$ cat src/hdl/dma_pkg.sv
package dma_pkg;

  ////////////////////////////////////////
  // Sizes
  ////////////////////////////////////////

  // Transfer table
  localparam int TABLE_ENTRIES = 4;
  localparam int TABLE_PTR_W   = $clog2(TABLE_ENTRIES);

  // Flit content, bus word and address width
  localparam int DATA_W = 32;

  // Packet buffer
  localparam int FIFO_DEPTH = 16;
  localparam int FIFO_PTR_W = $clog2(FIFO_DEPTH);
  localparam int FIFO_CNT_W = $clog2(FIFO_DEPTH + 1);

  // Received words per table entry
  localparam int COUNT_W = 8;

  ////////////////////////////////////////
  // Flit encoding
  ////////////////////////////////////////

  // Flit marker where LAST or SINGLE closes a packet
  typedef enum logic [1:0] {
    FLIT_NORMAL = 2'b00,
    FLIT_RSVD   = 2'b01,
    FLIT_LAST   = 2'b10,
    FLIT_SINGLE = 2'b11
  } flit_type_e;

  // Packet type in the header with other codes unknown
  typedef enum logic [1:0] {
    PKT_L2R_RESP = 2'b01,
    PKT_R2L_RESP = 2'b10
  } pkt_type_e;

  // Header view of the flit content
  typedef struct packed {
    pkt_type_e                   pkt_type;
    logic                        resp_last;
    logic [TABLE_PTR_W-1:0]      id;
    logic [DATA_W-TABLE_PTR_W-4:0] rsvd;
  } resp_hdr_t;

  // Header or plain address/data word
  typedef union packed {
    resp_hdr_t          hdr;
    logic [DATA_W-1:0]  word;
  } flit_content_u;

  typedef struct packed {
    flit_type_e    ftype;
    flit_content_u content;
  } flit_t;

  ////////////////////////////////////////
  // Outputs
  ////////////////////////////////////////

  // One strobe bus write
  typedef struct packed {
    logic              en;
    logic [DATA_W-1:0] addr;
    logic [DATA_W-1:0] data;
  } bus_wr_t;

  // Completion of one table entry
  typedef struct packed {
    logic                   valid;
    logic [TABLE_PTR_W-1:0] id;
    logic [COUNT_W-1:0]     count;
    logic [DATA_W-1:0]      end_addr;
  } done_rec_t;

endpackage

$ cat src/hdl/dma_done_tracker.sv
`timescale 1ns/10ps

module dma_done_tracker (
  input  logic                             clk,
  input  logic                             rst,

  input  logic                             add_i,
  input  logic                             clear_i,
  input  logic [dma_pkg::TABLE_PTR_W-1:0]  id_i,

  output logic [dma_pkg::COUNT_W-1:0]      count_o
);

  ////////////////////////////////////////
  // Word counters per table entry
  ////////////////////////////////////////

  logic [dma_pkg::COUNT_W-1:0] cnt_q [dma_pkg::TABLE_ENTRIES];

  // Includes a same-cycle add
  // so the last data flit shows up in the completion
  assign count_o = cnt_q[id_i] + dma_pkg::COUNT_W'(add_i);

  always_ff @(posedge clk) begin
    if (rst) begin
      for (int i = 0; i < dma_pkg::TABLE_ENTRIES; i++) begin
        cnt_q[i] <= '0;
      end
    end else begin
      // Clear wins over add since the count already went out
      if (clear_i) begin
        cnt_q[id_i] <= '0;
      end else if (add_i) begin
        cnt_q[id_i] <= count_o;
      end
    end
  end

endmodule

$ cat src/hdl/dma_mem_writer.sv
`timescale 1ns/10ps

module dma_mem_writer (
  input  logic                        clk,
  input  logic                        rst,

  input  logic                        load_i,
  input  logic                        write_i,
  input  logic [dma_pkg::DATA_W-1:0]  word_i,

  output logic [dma_pkg::DATA_W-1:0]  next_addr_o,
  output dma_pkg::bus_wr_t            bus_o
);

  ////////////////////////////////////////
  // Running word address
  ////////////////////////////////////////

  logic [dma_pkg::DATA_W-1:0] addr_q;
  dma_pkg::bus_wr_t           bus_q;

  // Address after this cycle as seen by the sequencer
  // so a same-cycle load or write is included
  assign next_addr_o = load_i  ? word_i :
                       write_i ? addr_q + 1'b1 :
                                 addr_q;

  always_ff @(posedge clk) begin
    if (rst) begin
      addr_q   <= '0;
      bus_q.en <= 1'b0;
    end else begin
      addr_q   <= next_addr_o;
      // Enable only in the cycle after a write strobe
      bus_q.en <= write_i;
      if (write_i) begin
        bus_q.addr <= addr_q;
        bus_q.data <= word_i;
      end
    end
  end

  assign bus_o = bus_q;

endmodule

$ cat src/hdl/dma_packet_buffer.sv
`timescale 1ns/10ps

module dma_packet_buffer (
  input  logic           clk,
  input  logic           rst,

  input  dma_pkg::flit_t in_flit_i,
  input  logic           in_valid_i,
  output logic           in_ready_o,

  output dma_pkg::flit_t out_flit_o,
  output logic           out_valid_o,
  input  logic           out_ready_i
);

  ////////////////////////////////////////
  // Storage and pointers
  ////////////////////////////////////////

  dma_pkg::flit_t                     mem [dma_pkg::FIFO_DEPTH];
  logic [dma_pkg::FIFO_PTR_W-1:0]     wr_ptr;
  logic [dma_pkg::FIFO_PTR_W-1:0]     rd_ptr;
  logic [dma_pkg::FIFO_CNT_W-1:0]     count;

  logic push;
  logic pop;

  // Full only at FIFO_DEPTH entries
  assign in_ready_o  = (count != dma_pkg::FIFO_CNT_W'(dma_pkg::FIFO_DEPTH));
  assign out_valid_o = (count != '0);
  assign out_flit_o  = mem[rd_ptr];

  assign push = in_valid_i & in_ready_o;
  assign pop  = out_valid_o & out_ready_i;

  // Flit array
  always_ff @(posedge clk) begin
    if (push) begin
      mem[wr_ptr] <= in_flit_i;
    end
  end

  // Pointers wrap since the depth is a power of two
  always_ff @(posedge clk) begin
    if (rst) begin
      wr_ptr <= '0;
      rd_ptr <= '0;
      count  <= '0;
    end else begin
      if (push) begin
        wr_ptr <= wr_ptr + 1'b1;
      end
      if (pop) begin
        rd_ptr <= rd_ptr + 1'b1;
      end
      // Simultaneous push and pop keeps the count
      if (push && !pop) begin
        count <= count + 1'b1;
      end else if (pop && !push) begin
        count <= count - 1'b1;
      end
    end
  end

endmodule

$ cat src/hdl/dma_resp_sequencer.sv
`timescale 1ns/10ps

module dma_resp_sequencer (
  input  logic                             clk,
  input  logic                             rst,

  input  dma_pkg::flit_t                   flit_i,
  input  logic                             flit_valid_i,
  output logic                             flit_ready_o,

  output logic                             wr_load_o,
  output logic                             wr_write_o,
  output logic [dma_pkg::DATA_W-1:0]       wr_word_o,
  input  logic [dma_pkg::DATA_W-1:0]       wr_next_addr_i,

  output logic                             trk_add_o,
  output logic                             trk_clear_o,
  output logic [dma_pkg::TABLE_PTR_W-1:0]  trk_id_o,
  input  logic [dma_pkg::COUNT_W-1:0]      trk_count_i,

  output dma_pkg::done_rec_t               done_o
);

  typedef enum logic [2:0] {
    ST_IDLE,
    ST_GET_SIZE,
    ST_GET_ADDR,
    ST_DATA,
    ST_DROP
  } state_e;

  state_e                            state_q;
  state_e                            state_d;
  logic [dma_pkg::TABLE_PTR_W-1:0]   id_q;
  logic [dma_pkg::TABLE_PTR_W-1:0]   id_d;
  logic                              last_q;
  logic                              last_d;
  dma_pkg::resp_hdr_t                hdr;
  dma_pkg::done_rec_t                done_q;
  logic                              pop;
  logic                              flit_end;
  logic                              finish;
  logic                              l2r_no_data;

  ////////////////////////////////////////
  // Flit decode
  ////////////////////////////////////////

  // Always ready since writer and tracker never stall
  assign flit_ready_o = 1'b1;
  assign pop          = flit_valid_i & flit_ready_o;
  assign flit_end     = (flit_i.ftype == dma_pkg::FLIT_LAST) ||
                        (flit_i.ftype == dma_pkg::FLIT_SINGLE);
  // Header view is only meaningful in idle
  assign hdr          = flit_i.content.hdr;
  // Address and data through the word view
  assign wr_word_o    = flit_i.content.word;

  // Header id before it is latched
  assign trk_id_o     = (state_q == ST_IDLE) ? hdr.id : id_q;
  assign trk_clear_o  = finish;

  ////////////////////////////////////////
  // Next state
  ////////////////////////////////////////

  always_comb begin
    state_d    = state_q;
    id_d       = id_q;
    last_d     = last_q;
    wr_load_o  = 1'b0;
    wr_write_o = 1'b0;
    trk_add_o  = 1'b0;
    finish     = 1'b0;
    case (state_q)
      ST_IDLE: begin
        if (pop) begin
          id_d   = hdr.id;
          last_d = hdr.resp_last;
          if (hdr.pkt_type == dma_pkg::PKT_L2R_RESP && flit_end) begin
            // Single flit L2R completion
            finish = hdr.resp_last;
          end else if (hdr.pkt_type == dma_pkg::PKT_R2L_RESP && !flit_end) begin
            state_d = ST_GET_SIZE;
          end else if (!flit_end) begin
            // Unknown or malformed packet
            state_d = ST_DROP;
          end
        end
      end
      ST_GET_SIZE: begin
        // Size flit discarded
        if (pop) begin
          finish  = flit_end & last_q;
          state_d = flit_end ? ST_IDLE : ST_GET_ADDR;
        end
      end
      ST_GET_ADDR: begin
        if (pop) begin
          wr_load_o = 1'b1;
          finish    = flit_end & last_q;
          state_d   = flit_end ? ST_IDLE : ST_DATA;
        end
      end
      ST_DATA: begin
        // One bus write and one count per data flit
        if (pop) begin
          wr_write_o = 1'b1;
          trk_add_o  = 1'b1;
          finish     = flit_end & last_q;
          if (flit_end) begin
            state_d = ST_IDLE;
          end
        end
      end
      ST_DROP: begin
        if (pop && flit_end) begin
          state_d = ST_IDLE;
        end
      end
      default: begin
        state_d = ST_IDLE;
      end
    endcase
  end

  // L2R entry without data reports address 0
  assign l2r_no_data = (state_q == ST_IDLE) && (trk_count_i == '0);

  always_ff @(posedge clk) begin
    if (rst) begin
      state_q      <= ST_IDLE;
      id_q         <= '0;
      last_q       <= 1'b0;
      done_q.valid <= 1'b0;
    end else begin
      state_q      <= state_d;
      id_q         <= id_d;
      last_q       <= last_d;
      // One cycle completion pulse
      done_q.valid <= finish;
      if (finish) begin
        done_q.id       <= trk_id_o;
        done_q.count    <= trk_count_i;
        done_q.end_addr <= l2r_no_data ? '0 : wr_next_addr_i;
      end
    end
  end

  assign done_o = done_q;

endmodule

$ cat src/hdl/dma_resp_unit.sv
`timescale 1ns/10ps

module dma_resp_unit (
  input  logic               clk,
  input  logic               rst,

  input  dma_pkg::flit_t     noc_flit_i,
  input  logic               noc_valid_i,
  output logic               noc_ready_o,

  output dma_pkg::bus_wr_t   bus_o,
  output dma_pkg::done_rec_t done_o
);

  ////////////////////////////////////////
  // Internal wires
  ////////////////////////////////////////

  // Buffer to sequencer
  dma_pkg::flit_t                    buf_flit;
  logic                              buf_valid;
  logic                              buf_ready;

  // Sequencer to writer
  logic                              wr_load;
  logic                              wr_write;
  logic [dma_pkg::DATA_W-1:0]        wr_word;
  logic [dma_pkg::DATA_W-1:0]        wr_next_addr;

  // Sequencer to tracker
  logic                              trk_add;
  logic                              trk_clear;
  logic [dma_pkg::TABLE_PTR_W-1:0]   trk_id;
  logic [dma_pkg::COUNT_W-1:0]       trk_count;

  dma_packet_buffer u_dma_packet_buffer (
    .clk         (clk),
    .rst         (rst),
    .in_flit_i   (noc_flit_i),
    .in_valid_i  (noc_valid_i),
    .in_ready_o  (noc_ready_o),
    .out_flit_o  (buf_flit),
    .out_valid_o (buf_valid),
    .out_ready_i (buf_ready)
  );

  dma_resp_sequencer u_dma_resp_sequencer (
    .clk            (clk),
    .rst            (rst),
    .flit_i         (buf_flit),
    .flit_valid_i   (buf_valid),
    .flit_ready_o   (buf_ready),
    .wr_load_o      (wr_load),
    .wr_write_o     (wr_write),
    .wr_word_o      (wr_word),
    .wr_next_addr_i (wr_next_addr),
    .trk_add_o      (trk_add),
    .trk_clear_o    (trk_clear),
    .trk_id_o       (trk_id),
    .trk_count_i    (trk_count),
    .done_o         (done_o)
  );

  // Owns the strobe bus
  dma_mem_writer u_dma_mem_writer (
    .clk         (clk),
    .rst         (rst),
    .load_i      (wr_load),
    .write_i     (wr_write),
    .word_i      (wr_word),
    .next_addr_o (wr_next_addr),
    .bus_o       (bus_o)
  );

  dma_done_tracker u_dma_done_tracker (
    .clk     (clk),
    .rst     (rst),
    .add_i   (trk_add),
    .clear_i (trk_clear),
    .id_i    (trk_id),
    .count_o (trk_count)
  );

endmodule

$ cat config.mk
export PLATFORM = sky130hd
export DESIGN_NAME = dma_resp_unit
export DESIGN_NICKNAME = d
export VERILOG_FILES = /design/src/hdl/dma_pkg.sv /design/src/hdl/dma_done_tracker.sv /design/src/hdl/dma_mem_writer.sv /design/src/hdl/dma_packet_buffer.sv /design/src/hdl/dma_resp_sequencer.sv /design/src/hdl/dma_resp_unit.sv
export SDC_FILE = /design/constraint.sdc
export NUM_CORES = 1
export LEC_CHECK = 0
export ABC_AREA = 1
export BUFFER_PORTS_ARGS = -buffer_cell sky130_fd_sc_hd__buf_2
export CAP_MARGIN = 20
export CORE_MARGIN = 10
export CORE_UTILIZATION = 56
export CTS_BUF_LIST = sky130_fd_sc_hd__clkbuf_4
export DETAILED_ROUTE_END_ITERATION = 10
export PLACE_DENSITY = 0.81
export SYNTH_ARGS = -nofsm -noshare
export SYNTH_HDL_FRONTEND = slang
export SYNTH_SLANG_ARGS = --single-unit
$ cat constraint.sdc
create_clock -name clk -period 5.5 [get_ports clk]
set_input_delay 0.55 -clock clk [delete_from_list [all_inputs] [get_ports clk]]
set_output_delay 0.55 -clock clk [all_outputs]
set_load 0.02 [all_outputs]
* Word level (Yosys, flattened, before mapping)
Memories as Yosys holds them, arrays and structs flattened. A register that Yosys moved wholly into a read port is not among the register bits.
Index checks and enable logic that the tools add are counted.
W data, S select, Z words.
** Word-level totals
- Output and inout bits :: 109
- Memories :: 2
- Logic and storage cells :: 104
- Bits of input ports :: 37
- Bits in writable memories :: 576
- Latch bits :: 0
- Bits in read-only memories :: 0
- Flip-flop bits (word level) :: 159
** Operators by class
- $lt $le $gt $ge :: 0
- Bitwise logic cells :: 4
- Reductions and logical operators :: 20
- $mul :: 0
- Eq/ne operators :: 17
- Shift-type cells :: 0
- Multiplexer cells :: 41
- Add/subtract/negate cells :: 6
- Divide/modulo/power cells :: 0
** Memory list
- u_dma_packet_buffer.mem :: depth 16, bits a word 34, read ports 1, clocked after Yosys merged registers in 1, write ports 1, line dma_packet_buffer.sv:20 : dma_pkg::flit_t mem [dma_pkg::FIFO_DEPTH];
- u_dma_done_tracker.cnt_q :: depth 4, bits a word 8, read ports 1, clocked after Yosys merged registers in 0, write ports 4, line dma_done_tracker.sv:18 : logic [dma_pkg::COUNT_W-1:0] cnt_q [dma_pkg::TABLE_ENTRIES];
** Operators with widths (number)
- $mux W32 :: 2
- $add A32 B1 Y32 const B :: 1
- $mux W3 :: 9
- $mux W1 :: 18
- $mux W8 :: 2
- $pmux W3 S5 :: 1
- $mux W5 :: 2
- $ne A2 B2 Y1 const B :: 5
- $add A4 B1 Y4 const B :: 2
- $add A8 B1 Y8 :: 1
- $logic_not A8 Y1 :: 1
- $mux W2 :: 4
- $mux W4 :: 2
- $reduce_and A8 Y1 :: 1
- $reduce_or A8 Y1 :: 1
- $eq A2 B2 Y1 const B :: 3
- $eq A3 B2 Y1 const B :: 2
- $logic_and A1 B1 Y1 :: 6
- $reduce_and A2 Y1 :: 3
- $add A5 B1 Y5 const B :: 1
- $ne A5 B5 Y1 const B :: 1
- $reduce_bool A5 Y1 :: 1
- $sub A5 B1 Y5 const B :: 1
- $ne A2 B1 Y1 const B :: 2
- other kinds (13) :: 16

* Logic depth before layout (Yosys ltp)
- Depth after elaboration :: 12
- Gate-level depth with buffers :: 24
- Gate-level depth less buffers :: 21

* Modules after synthesis
A second synthesis with hierarchy kept.
** Unflattened totals
- Cells, all modules :: 3194
- Area, all modules :: 32441.1 um^2
** By module, submodules not included
- dma_packet_buffer :: sequential area each 16676.0 um^2, times used 1, area an instance 24085.6 um^2, cells an instance 2328
- dma_mem_writer :: sequential area each 2582.5 um^2, times used 1, area an instance 4235.3 um^2, cells an instance 433
- dma_resp_sequencer :: sequential area each 1401.3 um^2, times used 1, area an instance 2303.5 um^2, cells an instance 222
- dma_done_tracker :: sequential area each 960.9 um^2, times used 1, area an instance 1816.7 um^2, cells an instance 211

* Worst setup path after synthesis
Ideal clock, no wire load.
- Path kind :: input to register
- Start point :: in rst
- End point :: mem u_dma_done_tracker.cnt_q[0][0] in the netlist's numbering (enable)
- Stages :: 6
- Path buffers :: 1
- Required time :: 5171 ps
- Arrival time :: 4710 ps
- Library setup time :: 329 ps
- Slack :: 461 ps
- Path through :: clkbuf_1 nor2_1 nand2_1 nand2_1 nand3_2 nand2_1
** RTL lines
- start, declared :: line dma_resp_unit.sv:5 : input logic rst,
- end, declared :: line dma_done_tracker.sv:18

==> flow_summary_export.csv <==
group,metric,value,unit
run_status,status,"finished, final reports clean",
logic_synthesis,synth_largest_area_cell,"edfxtp_1",
sta,fin_tns_setup,0,ns
placed_design,dpl.hpwl,41700,um
sta,fin_worst_skew,0.0437,ns
grt,grt_max_degree,117,
logic_synthesis,synth_commonest_cells,"edfxtp_1 (666), nor2_1 (390), o21ai_0 (283), nand2_1 (222), inv_1 (112)",
finish,final_cells,3345,
sta,hold_viol,0,
power_and_ir_drop,power,14.9,mW
sta,slew_violations,0,
clocking,post_cts_resized,0,
sta,post-route-period-util,81.0,%
clocking,insertion_delay,0.90,ns
setup_path,cp-start-kind,"register",
clocking,htreeDepth,4,
logic_synthesis,post_synth_num_cell_types,38,
sta,max_freq,225,MHz
setup_path,crit_type,"reg2reg",
grt,grt_pass1_wl,109000,um
logic_synthesis,yosysMostFrequentCell,"edfxtp_1",
clocking,cts-root-buf,"clkbuf_4",
logic_synthesis,ys_warn_count,0,
clocking,cts_sinks,723,
logic_synthesis,synth_flop_cell,"edfxtp_1",
logic_synthesis,synth_cells,2283,
setup_path,r2r_cells,16,
floorplanning,core_region_area,50500,um^2
floorplanning,start_util,56.9,%
setup_path,crit_arrival,5.06,ns
finish,layout-drive-gt1-share,18.2,%
placed_design,place_congestion,0.889,
floorplanning,rows,82,
logic_synthesis,synth.area.top_cells,"edfxtp_1 (70%), nor2_1 (5.1%), o21ai_0 (4.9%), dfxtp_1 (4.0%), nand2_1 (2.9%)",
clocking,clkTransAtPathRegs,0.07,ns
detailed_routing,routedWlPerCell,21.4,um
finish,layout.nets,2584,
min_path,hold_class,"in2reg",
setup_path,path_buf_inv,2,
job,max-cap-violations,0,
detailed_routing,vias_per_cell,5.99,
placed_design,place_area,30100,um^2
floorplanning,die_w,246,um
sta,setup_violations,0,
logic_synthesis,async_flop_share,0,%
clocking,cts_tree,"done",
finish,final_area,32700,um^2
logic_synthesis,synthesis.nets,2331,
sta,grt_setup_unrepaired,"no",
sta,finalCriticalPeriod,4.45,ns
min_path,hp-start,"noc_valid_i",
grt,antenna_found_initial,8,
logic_synthesis,syn_avg_cell_area,12.6,um^2
finish,area_delta_synth_final,13.9,%
setup_path,slowest_delay,0.74,ns
setup_path,crit_chain,"inv_1 > nand3_2 > nand3_2 > nand2_2 > o21ai_0 > o22ai_1 > ha_1 > ha_1 > nand3_1 > nor2_1 > nand3_1 > nand2_1 > nand3_1 > nor2_4 > buf_4 > nor2_1",
setup_path,cp_common_cell,"nand3_1",
grt,grt_use_total,23.3,%
setup_path,r2r-end,"u_dma_resp_sequencer.done_o[22]",
clocking,post_cts_buffers,0,
placed_design,dp_cells,3004,
detailed_routing,wl,71600,um
power_and_ir_drop,vdd_drop_max,224,uV
power_and_ir_drop,p_per_area,456,nW/um^2
min_path,holdPathStages,3,
grt,grt_remaining_overflow,0,
logic_synthesis,synth_area,28700,um^2
detailed_routing,dr.pass1.iters,7,
floorplanning,die_h,246,um
min_path,hold-path-endpoint,"u_dma_packet_buffer.wr_ptr[0]",
clocking,clockBufferDepth,3,
detailed_routing,ant_nets,0,
sta,worst_pin_slew,1.08,ns
detailed_routing,drc,0,
floorplanning,io_pins,146,
floorplanning,dieArea,60700,um^2
logic_synthesis,synth.top_cell.area_share,69.6,%
detailed_routing,first_iter_violations,2483,
detailed_routing,vias,20000,
logic_synthesis,synth_edf_count,666,
logic_synthesis,synth-seq-cells,723,
setup_path,slowest_stage,"dfxtp_1",
setup_path,path_max_fanout,32,
power_and_ir_drop,p_leak,11.5,nW
clocking,numCtsBuffers,169,
logic_synthesis,synth-seq-area-share,73.6,%
placed_design,io_buffers,144,
setup_path,required,6.11,ns
setup_path,r2r_slack,1.05,ns
setup_path,crit_family,"simple AND/OR/NAND/NOR gates",
setup_path,cp-end-kind,"register",
finish,nFillCells,3493,
sta,max_slew_margin,27.4,%
grt,grt_pass1_vias,19600,
-- area by class of cell --
cell class,count,area (um^2),area share (%)
well taps,672,841,2.57
diodes,1,2.50,0.00765
flip-flops and latches,723,21200,64.7
multi-input cells,1312,6700,20.5
clock inverters,68,433,1.32
inverters,117,444,1.36
clock buffers,239,1790,5.49
repair buffers,213,1340,4.09
-- per-stage QoR --
stage	hold slack, ns	worst slack [ns]	utilization [%]
floorplan	0.423	0.461	-
global placement	0.445	1.22	59.7
detailed placement	0.442	1.08	59.7
CTS	0.00473	1.08	64.7
global route	0.0153	0.652	64.8
finish	0.0628	1.05	64.8
-- worst max path at each step --
stage	slack (ns)	cells past startpoint	to	start
CTS	1.08	18	u_dma_resp_sequencer.done_o[0]	register
global route	0.65	19	u_dma_resp_sequencer.done_o[21]	register
detailed placement	1.08	18	u_dma_resp_sequencer.done_o[0]	register
finish	1.05	16	u_dma_resp_sequencer.done_o[22]	register
floorplan	0.46	6	u_dma_done_tracker.cnt_q[0][0]	rst
global placement	1.22	18	u_dma_resp_sequencer.done_o[10]	register
-- registers in the layout, summed over array words and instances (netlist names), named ones only --
signal / flops
u_dma_mem_writer.bus_o: 65
u_dma_mem_writer.addr_q: 32
u_dma_resp_sequencer.last_q: 1
u_dma_packet_buffer.wr_ptr: 4
u_dma_resp_sequencer.state_q: 3
u_dma_resp_sequencer.id_q: 2
u_dma_packet_buffer.count: 5
u_dma_packet_buffer.mem: 528
u_dma_packet_buffer.rd_ptr: 4
u_dma_done_tracker.cnt_q: 32
u_dma_resp_sequencer.done_o: 43
-- logic make-up (layout without fill, tap and decap cells) --
family | Yosys count | count (layout) | share of synthesized area, %
AO/OA/AOI/OAI | 504 | 504 | 10.5
XOR/XNOR | 29 | 29 | 0.884
adder cells (fa/ha/maj) | 11 | 11 | 0.479
buffers and inverters | 248 | 637 | 3.51
flip-flops | 723 | 723 | 73.6
other | 0 | 1 | 0
AND/OR/NAND/NOR | 768 | 768 | 11.0
-- placed cells by master, fill, tap and decap left out, drive strengths merged, types with 12 or more instances in the layout --
master and n:
a21oi 57, buf 181, clkbuf 239, clkinv 55
dfxtp 57, dlygate4sd3 32, edfxtp 666, inv 119
nand2 228, nand3 114, nor2 392, nor3 13
o211ai 38, o21ai 285, o221ai 85, o22ai 32
xnor2 12, xor2 17
-- tightest hold or removal path, delay by kind of cell --
family / cells / cell delay, ns
and+or+nand+nor: 1 / 0.16
buffers and inverters: 1 / 0.10
AOI/OAI and AO/OA: 1 / 0.09
-- power by group --
part / leakage [nW] / switching, mW / total [mW] / internal (mW)
combinational: 3.70 / 2.92 / 3.97 / 1.05
sequential: 6.54 / 0.195 / 6.63 / 6.43
clock: 1.29 / 2.06 / 4.32 / 2.26
-- what timing repair did --
| action | in CTS | in global routing |
|---|---|---|
| endpoints found under the setup margin | 0 | 0 |
| hold endpoints to repair | 470 | 0 |
| hold buffers | 32 | 0 |
-- layer usage --
layer	up-vias	GRT usage [%]	wire length (um)
li1	8943	-	-
met1	9545	29.1	26100
met2	1321	37.8	34800
met3	199	5.78	8380
met4	14	10.4	2240
met5	-	0	90
Note: power is estimated with default switching activity, not from simulation.
